$ cat src/rtl/mac_pause_config.svh
// MAC pause receive configuration
`ifndef MAC_PAUSE_CONFIG_SVH
`define MAC_PAUSE_CONFIG_SVH

// ============================================================
// datapath sizing.
// ============================================================

// receive word width from the XGMII decoder.
`define MAC_DATA_W 64
// priorities covered by PFC.
`define MAC_PRIO_N 8
`define MAC_QUANTA_W 16

// one quantum is 512 bit times, 8 cycles of a 64-bit word.
`define MAC_QUANTA_CYCLES 8
// holds 16'hffff * 8 without overflow.
`define MAC_TIMER_W 19

// shortest legal frame, 64 bytes.
`define MAC_MIN_WORDS 8

// ============================================================
// control frame match values.
// ============================================================

`define MAC_MCF_DST 48'h01_80_C2_00_00_01
`define MAC_MCF_ETH_TYPE 16'h8808
`define MAC_OPCODE_LFC 16'h0001
`define MAC_OPCODE_PFC 16'h0101

`endif

$ cat src/rtl/mac_pause_pkg.sv
// MAC pause receive types
`include "mac_pause_config.svh"

package mac_pause_pkg;

// one beat of the receive stream.
typedef struct packed {
    logic                   valid;
    logic                   last;
    // decoder error flag for this beat.
    logic                   bad;
    logic [`MAC_DATA_W-1:0] data;
} rx_word_t;

// opcodes the parser acts on.
typedef enum logic [1:0] {
    opc_lfc,
    opc_pfc,
    opc_other
} mcf_opcode_e;

typedef enum logic [2:0] {
    st_idle,
    st_header,
    st_params,
    st_drain,
    st_drop
} parser_state_e;

// one flag per priority.
typedef logic [`MAC_PRIO_N-1:0] prio_vec_t;

// timer load request, one cycle wide.
typedef struct packed {
    logic                                      valid;
    prio_vec_t                                 load_mask;
    logic [`MAC_PRIO_N-1:0][`MAC_QUANTA_W-1:0] quanta;
} pause_cmd_t;

endpackage

$ cat src/rtl/mac_pause_rx.sv
// MAC receive pause engine
`timescale 1ns/1ps

`include "mac_pause_config.svh"

module mac_pause_rx (
    input  wire logic                     rx_clk,
    input  wire logic                     rst,

    // receive stream from the XGMII decoder.
    input  wire mac_pause_pkg::rx_word_t  rx_word,

    // priority flow control.
    input  wire mac_pause_pkg::prio_vec_t rx_pfc_en,
    output wire mac_pause_pkg::prio_vec_t rx_pfc_req,
    output wire logic                     rx_pause_any,

    // status.
    output wire mac_pause_pkg::prio_vec_t stat_rx_pfc_xoff,
    output wire mac_pause_pkg::prio_vec_t stat_rx_pfc_xon,
    output wire logic                     stat_rx_mcf
);

mac_pause_pkg::pause_cmd_t pause_cmd;
mac_pause_pkg::prio_vec_t  timer_active;

mcf_rx_parser parser_inst (
    .rx_clk(rx_clk),
    .rst(rst),
    .rx_word(rx_word),
    .rx_pfc_en(rx_pfc_en),
    .pause_cmd(pause_cmd),
    .stat_rx_mcf(stat_rx_mcf)
);

// one timer per priority.
for (genvar i = 0; i < `MAC_PRIO_N; i++) begin : prio
    pause_quanta_timer timer_inst (
        .rx_clk(rx_clk),
        .rst(rst),
        .load(pause_cmd.valid && pause_cmd.load_mask[i]),
        .quanta(pause_cmd.quanta[i]),
        .active(timer_active[i])
    );
end

pause_status_collect collect_inst (
    .rx_clk(rx_clk),
    .rst(rst),
    .timer_active(timer_active),
    .rx_pfc_req(rx_pfc_req),
    .rx_pause_any(rx_pause_any),
    .stat_rx_pfc_xoff(stat_rx_pfc_xoff),
    .stat_rx_pfc_xon(stat_rx_pfc_xon)
);

endmodule

$ cat src/rtl/mcf_rx_parser.sv
// MAC control frame parser
`timescale 1ns/1ps

`include "mac_pause_config.svh"

module mcf_rx_parser (
    input  wire logic                     rx_clk,
    input  wire logic                     rst,
    input  wire mac_pause_pkg::rx_word_t  rx_word,
    input  wire mac_pause_pkg::prio_vec_t rx_pfc_en,
    output mac_pause_pkg::pause_cmd_t     pause_cmd,
    output logic                          stat_rx_mcf
);

localparam int cnt_w = $clog2(`MAC_MIN_WORDS) + 1;
// word counter saturates here, long frames only need to pass the length check.
localparam logic [cnt_w-1:0] cnt_max = cnt_w'(`MAC_MIN_WORDS);
localparam logic [cnt_w-1:0] last_min = cnt_w'(`MAC_MIN_WORDS - 1);
// words holding the pause parameters.
localparam logic [cnt_w-1:0] w_cls = cnt_w'(2);
localparam logic [cnt_w-1:0] w_q3 = cnt_w'(3);
localparam logic [cnt_w-1:0] w_q7 = cnt_w'(4);

mac_pause_pkg::parser_state_e state;
mac_pause_pkg::mcf_opcode_e   opc_word;
mac_pause_pkg::mcf_opcode_e   opc_q;

logic [cnt_w-1:0]                          word_cnt;
logic                                      bad_seen;
logic                                      bad_any;
logic                                      dst_ok;
logic                                      hdr_ok;
logic                                      accept;
logic                                      mcf_hold;
// class vector for PFC, the single quanta for LFC.
logic [`MAC_QUANTA_W-1:0]                  param0;
logic [`MAC_PRIO_N-1:0][`MAC_QUANTA_W-1:0] quanta_q;

always_comb begin
    case (rx_word.data[15:0])
        `MAC_OPCODE_LFC: opc_word = mac_pause_pkg::opc_lfc;
        `MAC_OPCODE_PFC: opc_word = mac_pause_pkg::opc_pfc;
        default:         opc_word = mac_pause_pkg::opc_other;
    endcase
end

assign dst_ok = rx_word.data[63:16] == `MAC_MCF_DST;
assign hdr_ok = (rx_word.data[31:16] == `MAC_MCF_ETH_TYPE) &&
                (opc_word != mac_pause_pkg::opc_other);
assign bad_any = bad_seen || rx_word.bad;

// only a clean, full length control frame ends in drain.
assign accept = (state == mac_pause_pkg::st_drain) && rx_word.valid && rx_word.last &&
                !bad_any && (word_cnt >= last_min);

// ============================================================
// frame walk.
// ============================================================

always_ff @(posedge rx_clk) begin
    if (rx_word.valid) begin
        if (rx_word.last) begin
            word_cnt <= '0;
        end else if (word_cnt != cnt_max) begin
            word_cnt <= word_cnt + 1'b1;
        end
        bad_seen <= rx_word.last ? 1'b0 : bad_any;

        case (state)
            mac_pause_pkg::st_idle: begin
                if (!rx_word.last) begin
                    state <= dst_ok ? mac_pause_pkg::st_header : mac_pause_pkg::st_drop;
                end
            end
            mac_pause_pkg::st_header: begin
                if (rx_word.last) begin
                    state <= mac_pause_pkg::st_idle;
                end else begin
                    state <= hdr_ok ? mac_pause_pkg::st_params : mac_pause_pkg::st_drop;
                end
            end
            mac_pause_pkg::st_params: begin
                if (rx_word.last) begin
                    state <= mac_pause_pkg::st_idle;
                end else if (word_cnt == w_q7) begin
                    state <= mac_pause_pkg::st_drain;
                end
            end
            default: begin
                // drain and drop both wait for the end of frame.
                if (rx_word.last) begin
                    state <= mac_pause_pkg::st_idle;
                end
            end
        endcase
    end

    if (rst) begin
        state <= mac_pause_pkg::st_idle;
        word_cnt <= '0;
        bad_seen <= 1'b0;
    end
end

// header and parameter capture.
always_ff @(posedge rx_clk) begin
    if (rx_word.valid && state == mac_pause_pkg::st_header) begin
        opc_q <= opc_word;
    end
    if (rx_word.valid && state == mac_pause_pkg::st_params) begin
        if (word_cnt == w_cls) begin
            param0 <= rx_word.data[63:48];
            quanta_q[0] <= rx_word.data[47:32];
            quanta_q[1] <= rx_word.data[31:16];
            quanta_q[2] <= rx_word.data[15:0];
        end else if (word_cnt == w_q3) begin
            quanta_q[3] <= rx_word.data[63:48];
            quanta_q[4] <= rx_word.data[47:32];
            quanta_q[5] <= rx_word.data[31:16];
            quanta_q[6] <= rx_word.data[15:0];
        end else if (word_cnt == w_q7) begin
            quanta_q[7] <= rx_word.data[63:48];
        end
    end
end

// ============================================================
// command and frame count.
// ============================================================

always_ff @(posedge rx_clk) begin
    pause_cmd.valid <= accept;
    if (opc_q == mac_pause_pkg::opc_lfc) begin
        // LFC pauses every enabled priority for the same time.
        pause_cmd.load_mask <= rx_pfc_en;
        pause_cmd.quanta <= {`MAC_PRIO_N{param0}};
    end else begin
        pause_cmd.load_mask <= rx_pfc_en & param0[`MAC_PRIO_N-1:0];
        pause_cmd.quanta <= quanta_q;
    end

    // delayed to line up with the collector outputs.
    mcf_hold <= pause_cmd.valid;
    stat_rx_mcf <= mcf_hold;

    if (rst) begin
        pause_cmd.valid <= 1'b0;
        mcf_hold <= 1'b0;
        stat_rx_mcf <= 1'b0;
    end
end

cmd_single_pulse: assert property (@(posedge rx_clk) disable iff (rst)
    pause_cmd.valid |=> !pause_cmd.valid)
    else $error("pause command valid held for two cycles");

endmodule

$ cat src/rtl/pause_quanta_timer.sv
// Pause quanta countdown timer
`timescale 1ns/1ps

`include "mac_pause_config.svh"

module pause_quanta_timer (
    input  wire logic                     rx_clk,
    input  wire logic                     rst,
    input  wire logic                     load,
    input  wire logic [`MAC_QUANTA_W-1:0] quanta,
    output logic                          active
);

// sized to the counter so the product keeps all its bits.
localparam logic [`MAC_TIMER_W-1:0] quanta_cycles = `MAC_QUANTA_CYCLES;

// cycles left in the current pause.
logic [`MAC_TIMER_W-1:0] count;

// ============================================================
// countdown.
// ============================================================

always_ff @(posedge rx_clk) begin
    if (rst) begin
        count <= '0;
    end else if (load) begin
        // a new frame restarts the count, zero quanta ends the pause.
        count <= quanta * quanta_cycles;
    end else if (count != '0) begin
        count <= count - 1'b1;
    end
end

assign active = count != '0;

count_no_wrap: assert property (@(posedge rx_clk) disable iff (rst)
    (!load && count == '0) |=> count == '0)
    else $error("pause counter wrapped below zero");

endmodule

$ cat src/rtl/pause_status_collect.sv
// Pause status collector
`timescale 1ns/1ps

module pause_status_collect (
    input  wire logic                     rx_clk,
    input  wire logic                     rst,
    input  wire mac_pause_pkg::prio_vec_t timer_active,
    output mac_pause_pkg::prio_vec_t      rx_pfc_req,
    output logic                          rx_pause_any,
    output mac_pause_pkg::prio_vec_t      stat_rx_pfc_xoff,
    output mac_pause_pkg::prio_vec_t      stat_rx_pfc_xon
);

// ============================================================
// request register and edge detect.
// ============================================================

always_ff @(posedge rx_clk) begin
    if (rst) begin
        rx_pfc_req <= '0;
        rx_pause_any <= 1'b0;
        stat_rx_pfc_xoff <= '0;
        stat_rx_pfc_xon <= '0;
    end else begin
        rx_pfc_req <= timer_active;
        // same as the OR of the registered requests.
        rx_pause_any <= |timer_active;

        // rx_pfc_req still holds the last cycle's state here.
        stat_rx_pfc_xoff <= timer_active & ~rx_pfc_req;
        stat_rx_pfc_xon <= ~timer_active & rx_pfc_req;
    end
end

xon_xoff_exclusive: assert property (@(posedge rx_clk) disable iff (rst)
    (stat_rx_pfc_xon & stat_rx_pfc_xoff) == '0)
    else $error("xon and xoff together on priorities %h",
        stat_rx_pfc_xon & stat_rx_pfc_xoff);

endmodule

$ cat config.mk
export PLATFORM = sky130hd
export DESIGN_NAME = mac_pause_rx
export DESIGN_NICKNAME = d
export VERILOG_FILES = /design/src/rtl/mac_pause_pkg.sv /design/src/rtl/mac_pause_rx.sv /design/src/rtl/mcf_rx_parser.sv /design/src/rtl/pause_quanta_timer.sv /design/src/rtl/pause_status_collect.sv
export VERILOG_INCLUDE_DIRS = /design/src /design/src/rtl
export SDC_FILE = /design/constraint.sdc
export NUM_CORES = 1
export LEC_CHECK = 0
export BUFFER_PORTS_ARGS = -buffer_cell sky130_fd_sc_hd__buf_2
export CELL_PAD_IN_SITES_DETAIL_PLACEMENT = 0
export CELL_PAD_IN_SITES_GLOBAL_PLACEMENT = 1
export CORE_AREA = 2 2 259 159
export CTS_CLUSTER_DIAMETER = 80
export DETAILED_ROUTE_END_ITERATION = 10
export DIE_AREA = 0 0 261 161
export GPL_TIMING_DRIVEN = 0
export HOLD_SLACK_MARGIN = 0.12
export PLACE_DENSITY = 0.76
export SYNTH_ARGS = -nofsm -noshare
export SYNTH_HDL_FRONTEND = slang
export SYNTH_SLANG_ARGS = --single-unit
$ cat constraint.sdc
create_clock -name rx_clk -period 8.3 [get_ports rx_clk]
set_input_delay 0.83 -clock rx_clk [delete_from_list [all_inputs] [get_ports rx_clk]]
set_output_delay 0.83 -clock rx_clk [all_outputs]
set_load 0.01 [all_outputs]
==> impl_metrics.tcl, run 1 <==
set metrics [dict create \
    tightest_slew_ns 1.10 \
    cp-start-kind "primary input" \
    fp.dieW_um 261 \
    fin_nets 1854 \
    ys_seq_elements 470 \
    synth.cell_area_um2 17600 \
    power.leakage_nw 8.06 \
    drcViolationCount 0 \
    fin_worst_skew_ns 0.0168 \
    clk_latency_ns 0.55 \
    cts_tree "yes" \
    die-area_um2 42000 \
    clock_path_buffers 3 \
    synth_mux_area_share_pct 0.114 \
    drive_gt1_share_pct 10.7 \
    area_growth_syn_to_layout_pct 16.0 \
    clk_root_buffer_cell "clkbuf_16" \
    path_clk_slew_ns 0.06 \
    synth-edff-count 146 \
    wl_per_cell_um 21.2 \
    synthCells 1611 \
    setup_viol 0 \
    dr.pass1.iters 5 \
    drt-total-wl_um 49400 \
    yosys_warnings 0 \
    ioPinCount 103 \
    ys.flop_type "dfxtp_1" \
    powerDensity_nw_per_um2 346 \
    rsz0062_at_grt "no" \
    fin_crit_ns 3.49 \
    synth_top_family_by_area "simple AND/OR/NAND/NOR gates" \
    die_y_um 161 \
    ant_nets 0 \
    worstPathArrival_ns 3.87 \
    crit_type "primary input to flip-flop" \
    cap_viol_max_count 0 \
    syn_nets 1699 \
    grtUsageTotal_pct 23.9 \
    synthSimpleGateAreaFrac_pct 16.7 \
    p_total_mw 7.06 \
    grt_pass1_wl_um 75000 \
    initial_core_util_pct 44.2 \
    drt_iter0_markers 1210 \
    layout_common_cells "dfxtp_1 (324), nand2_1 (166), edfxtp_1 (146), a21o_1 (130), buf_2 (105)" \
    rows 57 \
    cts_buffers 43 \
    ys_seq_area_share_pct 61.8 \
    viasPerCell 5.45 \
    post-route-period-util_pct 42.1 \
    critPathCapture "collect_inst.rx_pause_any" \
    grt_pass1_vias 12100 \
    drv_slew 0 \
    synth_xor_area_share_pct 5.78 \
    worst_ir_drop_vdd_mv 0.148 \
    hold_viol 0 \
    min_path_type "flip-flop to flip-flop" \
    r2r-start "prio[1].timer_inst.count[0]" \
    grt_max_degree 24 \
    antenna_found_initial 3 \
    holdBufCountCts 0 \
    synth_area_per_cell_um2 10.9 \
    cts_max_level 2 \
    rr_worst_depth 9 \
    cts.repair.resized 0 \
    worstHoldStart "collect_inst.rx_pfc_req[7]" \
    cp.required_ns 8.67 \
    r2r_slack_ns 4.99 \
    core_area_um2 39800 \
    slew_headroom_pct 25.7 \
    max_freq_mhz 286 \
    dp_hpwl_um 35400 \
    fin_ws_ns 4.81 \
    gp_congestion 0.889 \
    synth-compound-area-share_pct 12.5 \
    routed-via-count 12700 \
    status "complete, no violations" \
    port_buffers 101 \
    pre_cts_slack_ns 4.16 \
    crit_start "rst" \
    grt-ovfl-total 0 \
    synthDistinctLibCells 54 \
    r2r-end "collect_inst.rx_pause_any" \
    synth_adder_area_share_pct 0.783 \
    crit_path_end_kind "flip-flop" \
    cts.sinks 470 \
    post_cts_buffers 0 \
    layout_commonest_cell "dfxtp_1" \
    synth_async_sr_flop_share_pct 0 \
    cp_max_fo 10 \
]
## per-stage QoR
stage	TNS (ns)	utilization [%]	hold slack, ns	instance area, um2	cells
5_1_grt	0	51.2	0.441	20400	2332
6_report	0	51.2	0.423	20400	2332
4_1_cts	0	51.2	0.428	20400	2331
3_5_place_dp	0	47.5	0.414	18900	2252
2_1_floorplan	0	-	0.399	17600	1611
3_3_place_gp	-102.29	47.1	0.411	18700	2243
## registers in the layout, summed over array words and instances (netlist names), 2 cells and up
name,cells
parser_inst.pause_cmd,137
parser_inst.word_cnt,4
parser_inst.state,3
collect_inst.rx_pfc_req,8
parser_inst.param0,16
parser_inst.quanta_q,128
collect_inst.stat_rx_pfc_xoff,8
prio.timer_inst.count,152
parser_inst.opc_q,2
collect_inst.stat_rx_pfc_xon,8
## power by group
group | leakage (nW) | switching (mW) | internal [mW]
Combinational | 3.33 | 1.14 | 0.881
Sequential | 4.00 | 0.270 | 2.66
Clock | 0.728 | 0.875 | 1.24
Total | 8.06 | 2.29 | 4.78
## cells in the mapped netlist, drive strengths merged, types with 40 or more instances
cell    instances  area [um2]
dfxtp         324        6490
nand2         166         623
edfxtp        146        4380
a21o          130         976
nor2           83         312
a21oi          78         390
clkbuf         76         285
nand3          74         370
xnor2          70         613
o21ai          62         310
nor4           47         300
xor2           46         403
nor3           40         200
## worst min path at each step
stage	to	cells past startpoint	slack, ns
floorplan	parser_inst.pause_cmd[136]	1	0.40
global placement	prio[4].timer_inst.count[17]	2	0.41
detailed placement	prio[2].timer_inst.count[9]	2	0.41
CTS	collect_inst.stat_rx_pfc_xoff[7]	1	0.43
global route	prio[0].timer_inst.count[5]	2	0.44
finish	collect_inst.stat_rx_pfc_xoff[7]	1	0.42
## routing by layer
layer / vias up / global-route usage (%) / wire length, um
met4: 0 / 4.78 / 861
met2: 434 / 34.5 / 20700
li1: 6040 / - / -
met5: - / 0 / 0
met1: 6184 / 36.9 / 23800
met3: 60 / 4.97 / 4090
## worst max-delay path, stage by stage
cell and delay [ns]:
clkbuf_1 0.46, clkbuf_1 0.86, clkbuf_1 0.72, clkbuf_1 0.82, a21oi_1 0.17
## final cells by class
| type | count | area (um2) |
|---|---|---|
| flip-flops and latches | 470 | 10900 |
| clock buffers | 62 | 1250 |
| fillers | 3611 | 19400 |
| repair buffers | 110 | 624 |
| inverters | 23 | 86.3 |
| plain buffers | 83 | 317 |
| clock inverters | 17 | 241 |
| diodes | 1 | 2.50 |
| multi-input cells | 1035 | 6330 |
| well taps | 531 | 664 |
## logic make-up after synthesis
kind of cell / count (synthesis)
AND/OR/NAND/NOR: 571
AO/OA/AOI/OAI: 335
XOR/XNOR: 116
multiplexers: 2
adder cells (fa/ha/maj): 11
flip-flops: 470
buffers and inverters: 106
Power figures use the tool's default switching activity.
==> run 2, diff against run 1 <==
--- a/config.mk
+++ b/config.mk
@@ -9,13 +9,13 @@
 export BUFFER_PORTS_ARGS = -buffer_cell sky130_fd_sc_hd__buf_2
 export CELL_PAD_IN_SITES_DETAIL_PLACEMENT = 0
 export CELL_PAD_IN_SITES_GLOBAL_PLACEMENT = 1
-export CORE_AREA = 2 2 259 159
+export CORE_AREA = 2 2 262 160
 export CTS_CLUSTER_DIAMETER = 80
 export DETAILED_ROUTE_END_ITERATION = 10
-export DIE_AREA = 0 0 261 161
+export DIE_AREA = 0 0 264 162
 export GPL_TIMING_DRIVEN = 0
 export HOLD_SLACK_MARGIN = 0.12
-export PLACE_DENSITY = 0.76
+export PLACE_DENSITY = 0.78
 export SYNTH_ARGS = -nofsm -noshare
 export SYNTH_HDL_FRONTEND = slang
 export SYNTH_SLANG_ARGS = --single-unit
==> constraint.sdc (replaced) <==
create_clock -name rx_clk -period 2.9 [get_ports rx_clk]
set_input_delay 0.29 -clock rx_clk [delete_from_list [all_inputs] [get_ports rx_clk]]
set_output_delay 0.29 -clock rx_clk [all_outputs]
set_load 0.01 [all_outputs]
==> run 2 against run 1 <==
Sequential power grew to 2.9 times the previous value; combinational power increased to 3.0 times the previous value; clock power grew to 2.8 times the previous value; total power increased to 2.9 times the previous value; clock-buffer cell count grew 4; critical path type unchanged; largest cell class unchanged; largest power group unchanged.
==> impl_metrics.tcl, run 2 (synthesis gave the netlist of run 1 again) <==
set metrics [dict create \
    port_buffers 101 \
    post-route-period-util_pct 97.6 \
    area_growth_syn_to_layout_pct 20.8 \
    fp.dieW_um 264 \
    core_area_um2 40200 \
    initial_core_util_pct 43.7 \
    cts_max_level 2 \
    hold_viol 0 \
    path_clk_slew_ns 0.06 \
    setup_viol 0 \
    grt-ovfl-total 0 \
    rows 57 \
    worst_ir_drop_vdd_mv 0.579 \
    fin_ws_ns 0.0692 \
    max_freq_mhz 353 \
    status "complete, no violations" \
    antenna_found_initial 0 \
    cp_slowest_cell "clkbuf_1" \
    stdcell_area_um2 21200 \
    cp-start-kind "primary input" \
    worstPathArrival_ns 3.20 \
    cp.buffers_inverters 4 \
    clock_path_buffers 3 \
    power.switching_mw 6.69 \
    slew_headroom_pct 14.6 \
    ioPinCount 103 \
    die-area_um2 42800 \
    drt-total-wl_um 50400 \
    crit_start "rst" \
    crit_type "primary input to flip-flop" \
    p_clk_share_pct 29.0 \
    fin_nets 1930 \
    grt_max_degree 27 \
    postLayoutCoreUtil_pct 52.8 \
    wl_per_cell_um 20.9 \
    power_frac_seq_pct 41.3 \
    viasPerCell 5.48 \
    fin_hold_ws_ns 0.248 \
    die_y_um 162 \
    layout_commonest_cell "dfxtp_1" \
    tightest_slew_ns 1.27 \
    fin_crit_ns 2.83 \
    drive_gt1_share_pct 11.1 \
    largest_register_ff_count 152 \
    ant_nets 0 \
    diodes 0 \
    clk_latency_ns 0.56 \
    layout_common_cells "dfxtp_1 (323), nand2_1 (166), edfxtp_1 (146), a21o_1 (130), buf_2 (106)" \
    grt_pass1_vias 12400 \
    crit_path_end_kind "flip-flop" \
    cp.required_ns 3.27 \
    cp_max_fo 10 \
    worstHoldStart "rx_word[66]" \
    cpPeakStageDelay_ns 0.84 \
    drt_iter0_markers 1207 \
    power.leakage_nw 8.42 \
    placed_cell_area_um2 18900 \
    fin_worst_skew_ns 0.0173 \
    p_int_mw 13.8 \
    cts.sinks 470 \
    pre_cts_slack_ns -0.847 \
    rsz0062_at_grt "yes" \
    routed-via-count 13200 \
    grt_pass1_wl_um 75700 \
    min_path_type "primary input to flip-flop" \
    combPwrFrac_pct 29.7 \
    top_regs "prio.timer_inst.count (152), parser_inst.pause_cmd (137), parser_inst.quanta_q (128)" \
    crit_chain "clkbuf_1 -> clkbuf_2 -> clkbuf_1 -> clkbuf_1 -> a21oi_1" \
    path_common_cell "clkbuf_1" \
    top_register "prio.timer_inst.count" \
    crit_family "buffers and inverters" \
    r2r-start "prio[7].timer_inst.count[0]" \
    grtUsageTotal_pct 23.4 \
    p_sw_share_pct 32.7 \
    drcViolationCount 0 \
    powerDensity_nw_per_um2 963 \
    drv_slew 0 \
    dp_hpwl_um 35600 \
    cts_tree "yes" \
    gp_congestion 0.913 \
    dr.pass1.iters 5 \
    clk_root_buffer_cell "clkbuf_16" \
    cap_viol_max_count 0 \
    cts_buffers 44 \
]
run 2: per-layer routing:
layer	up-vias	track usage, %	routed length, um
li1	6208	-	-
met1	6485	34.6	23900
met2	419	34.2	21400
met3	82	5.43	3890
met4	0	6.40	1180
met5	-	0	0
run 2: path summary, 6_finish.rpt:
| check | to | slack (ns) | depth (start not counted) |
|---|---|---|---|
| worst max-delay path | collect_inst.rx_pause_any | 0.07 | 5 |
| worst min-delay path | parser_inst.pause_cmd[136] | 0.25 | 4 |
| worst max register to register | collect_inst.rx_pause_any | 0.08 | 8 |
| worst min register to register | prio[3].timer_inst.count[16] | 0.42 | 2 |
run 2: through the flow:
step / setup TNS, ns / std cells / total power, mW
3_5_place_dp: -35.47 / 2251 / 14.2
2_1_floorplan: -22.88 / 1611 / 12.7
3_3_place_gp: -195.70 / 2243 / 14.0
6_report: 0 / 2409 / 20.5
4_1_cts: 0 / 2407 / 20.3
5_1_grt: -0.0247 / 2409 / 21.6
run 2: power groups by stage:
| stage | Clock [mW] | Sequential, mW | Combinational, mW |
|---|---|---|---|
| floorplan | 0 | 8.36 | 4.35 |
| global placement | 0 | 8.45 | 5.59 |
| detailed placement | 0 | 8.49 | 5.72 |
| CTS | 5.99 | 8.38 | 5.89 |
| global route | 6.29 | 8.56 | 6.74 |
| finish | 5.93 | 8.45 | 6.08 |
run 2: timing repair:
action                     in CTS  in global routing
setup endpoints to repair      47                 36
buffers inserted                0                  2
resized for setup               7                 16
hold buffers                   74                  0
hold endpoints to repair      156                  0
pin swaps                       0                  0
run 2: worst min-delay path, cell delays in order:
cell and delay, ns:
buf_2 0.13, nor2b_2 0.17, nand2_1 0.08, nor4_1 0.08
run 2: layout make-up:
class                           instances  area [um2]
Fill cell                            3543       19000
Sequential cell                       470       10900
Multi-Input combinational cell       1035        6440
Timing Repair Buffer                  185        1390
Clock buffer                           66        1300
Tap cell                              531         664
Buffer                                 83         319
Clock inverter                         16         181
Inverter                               23        86.3
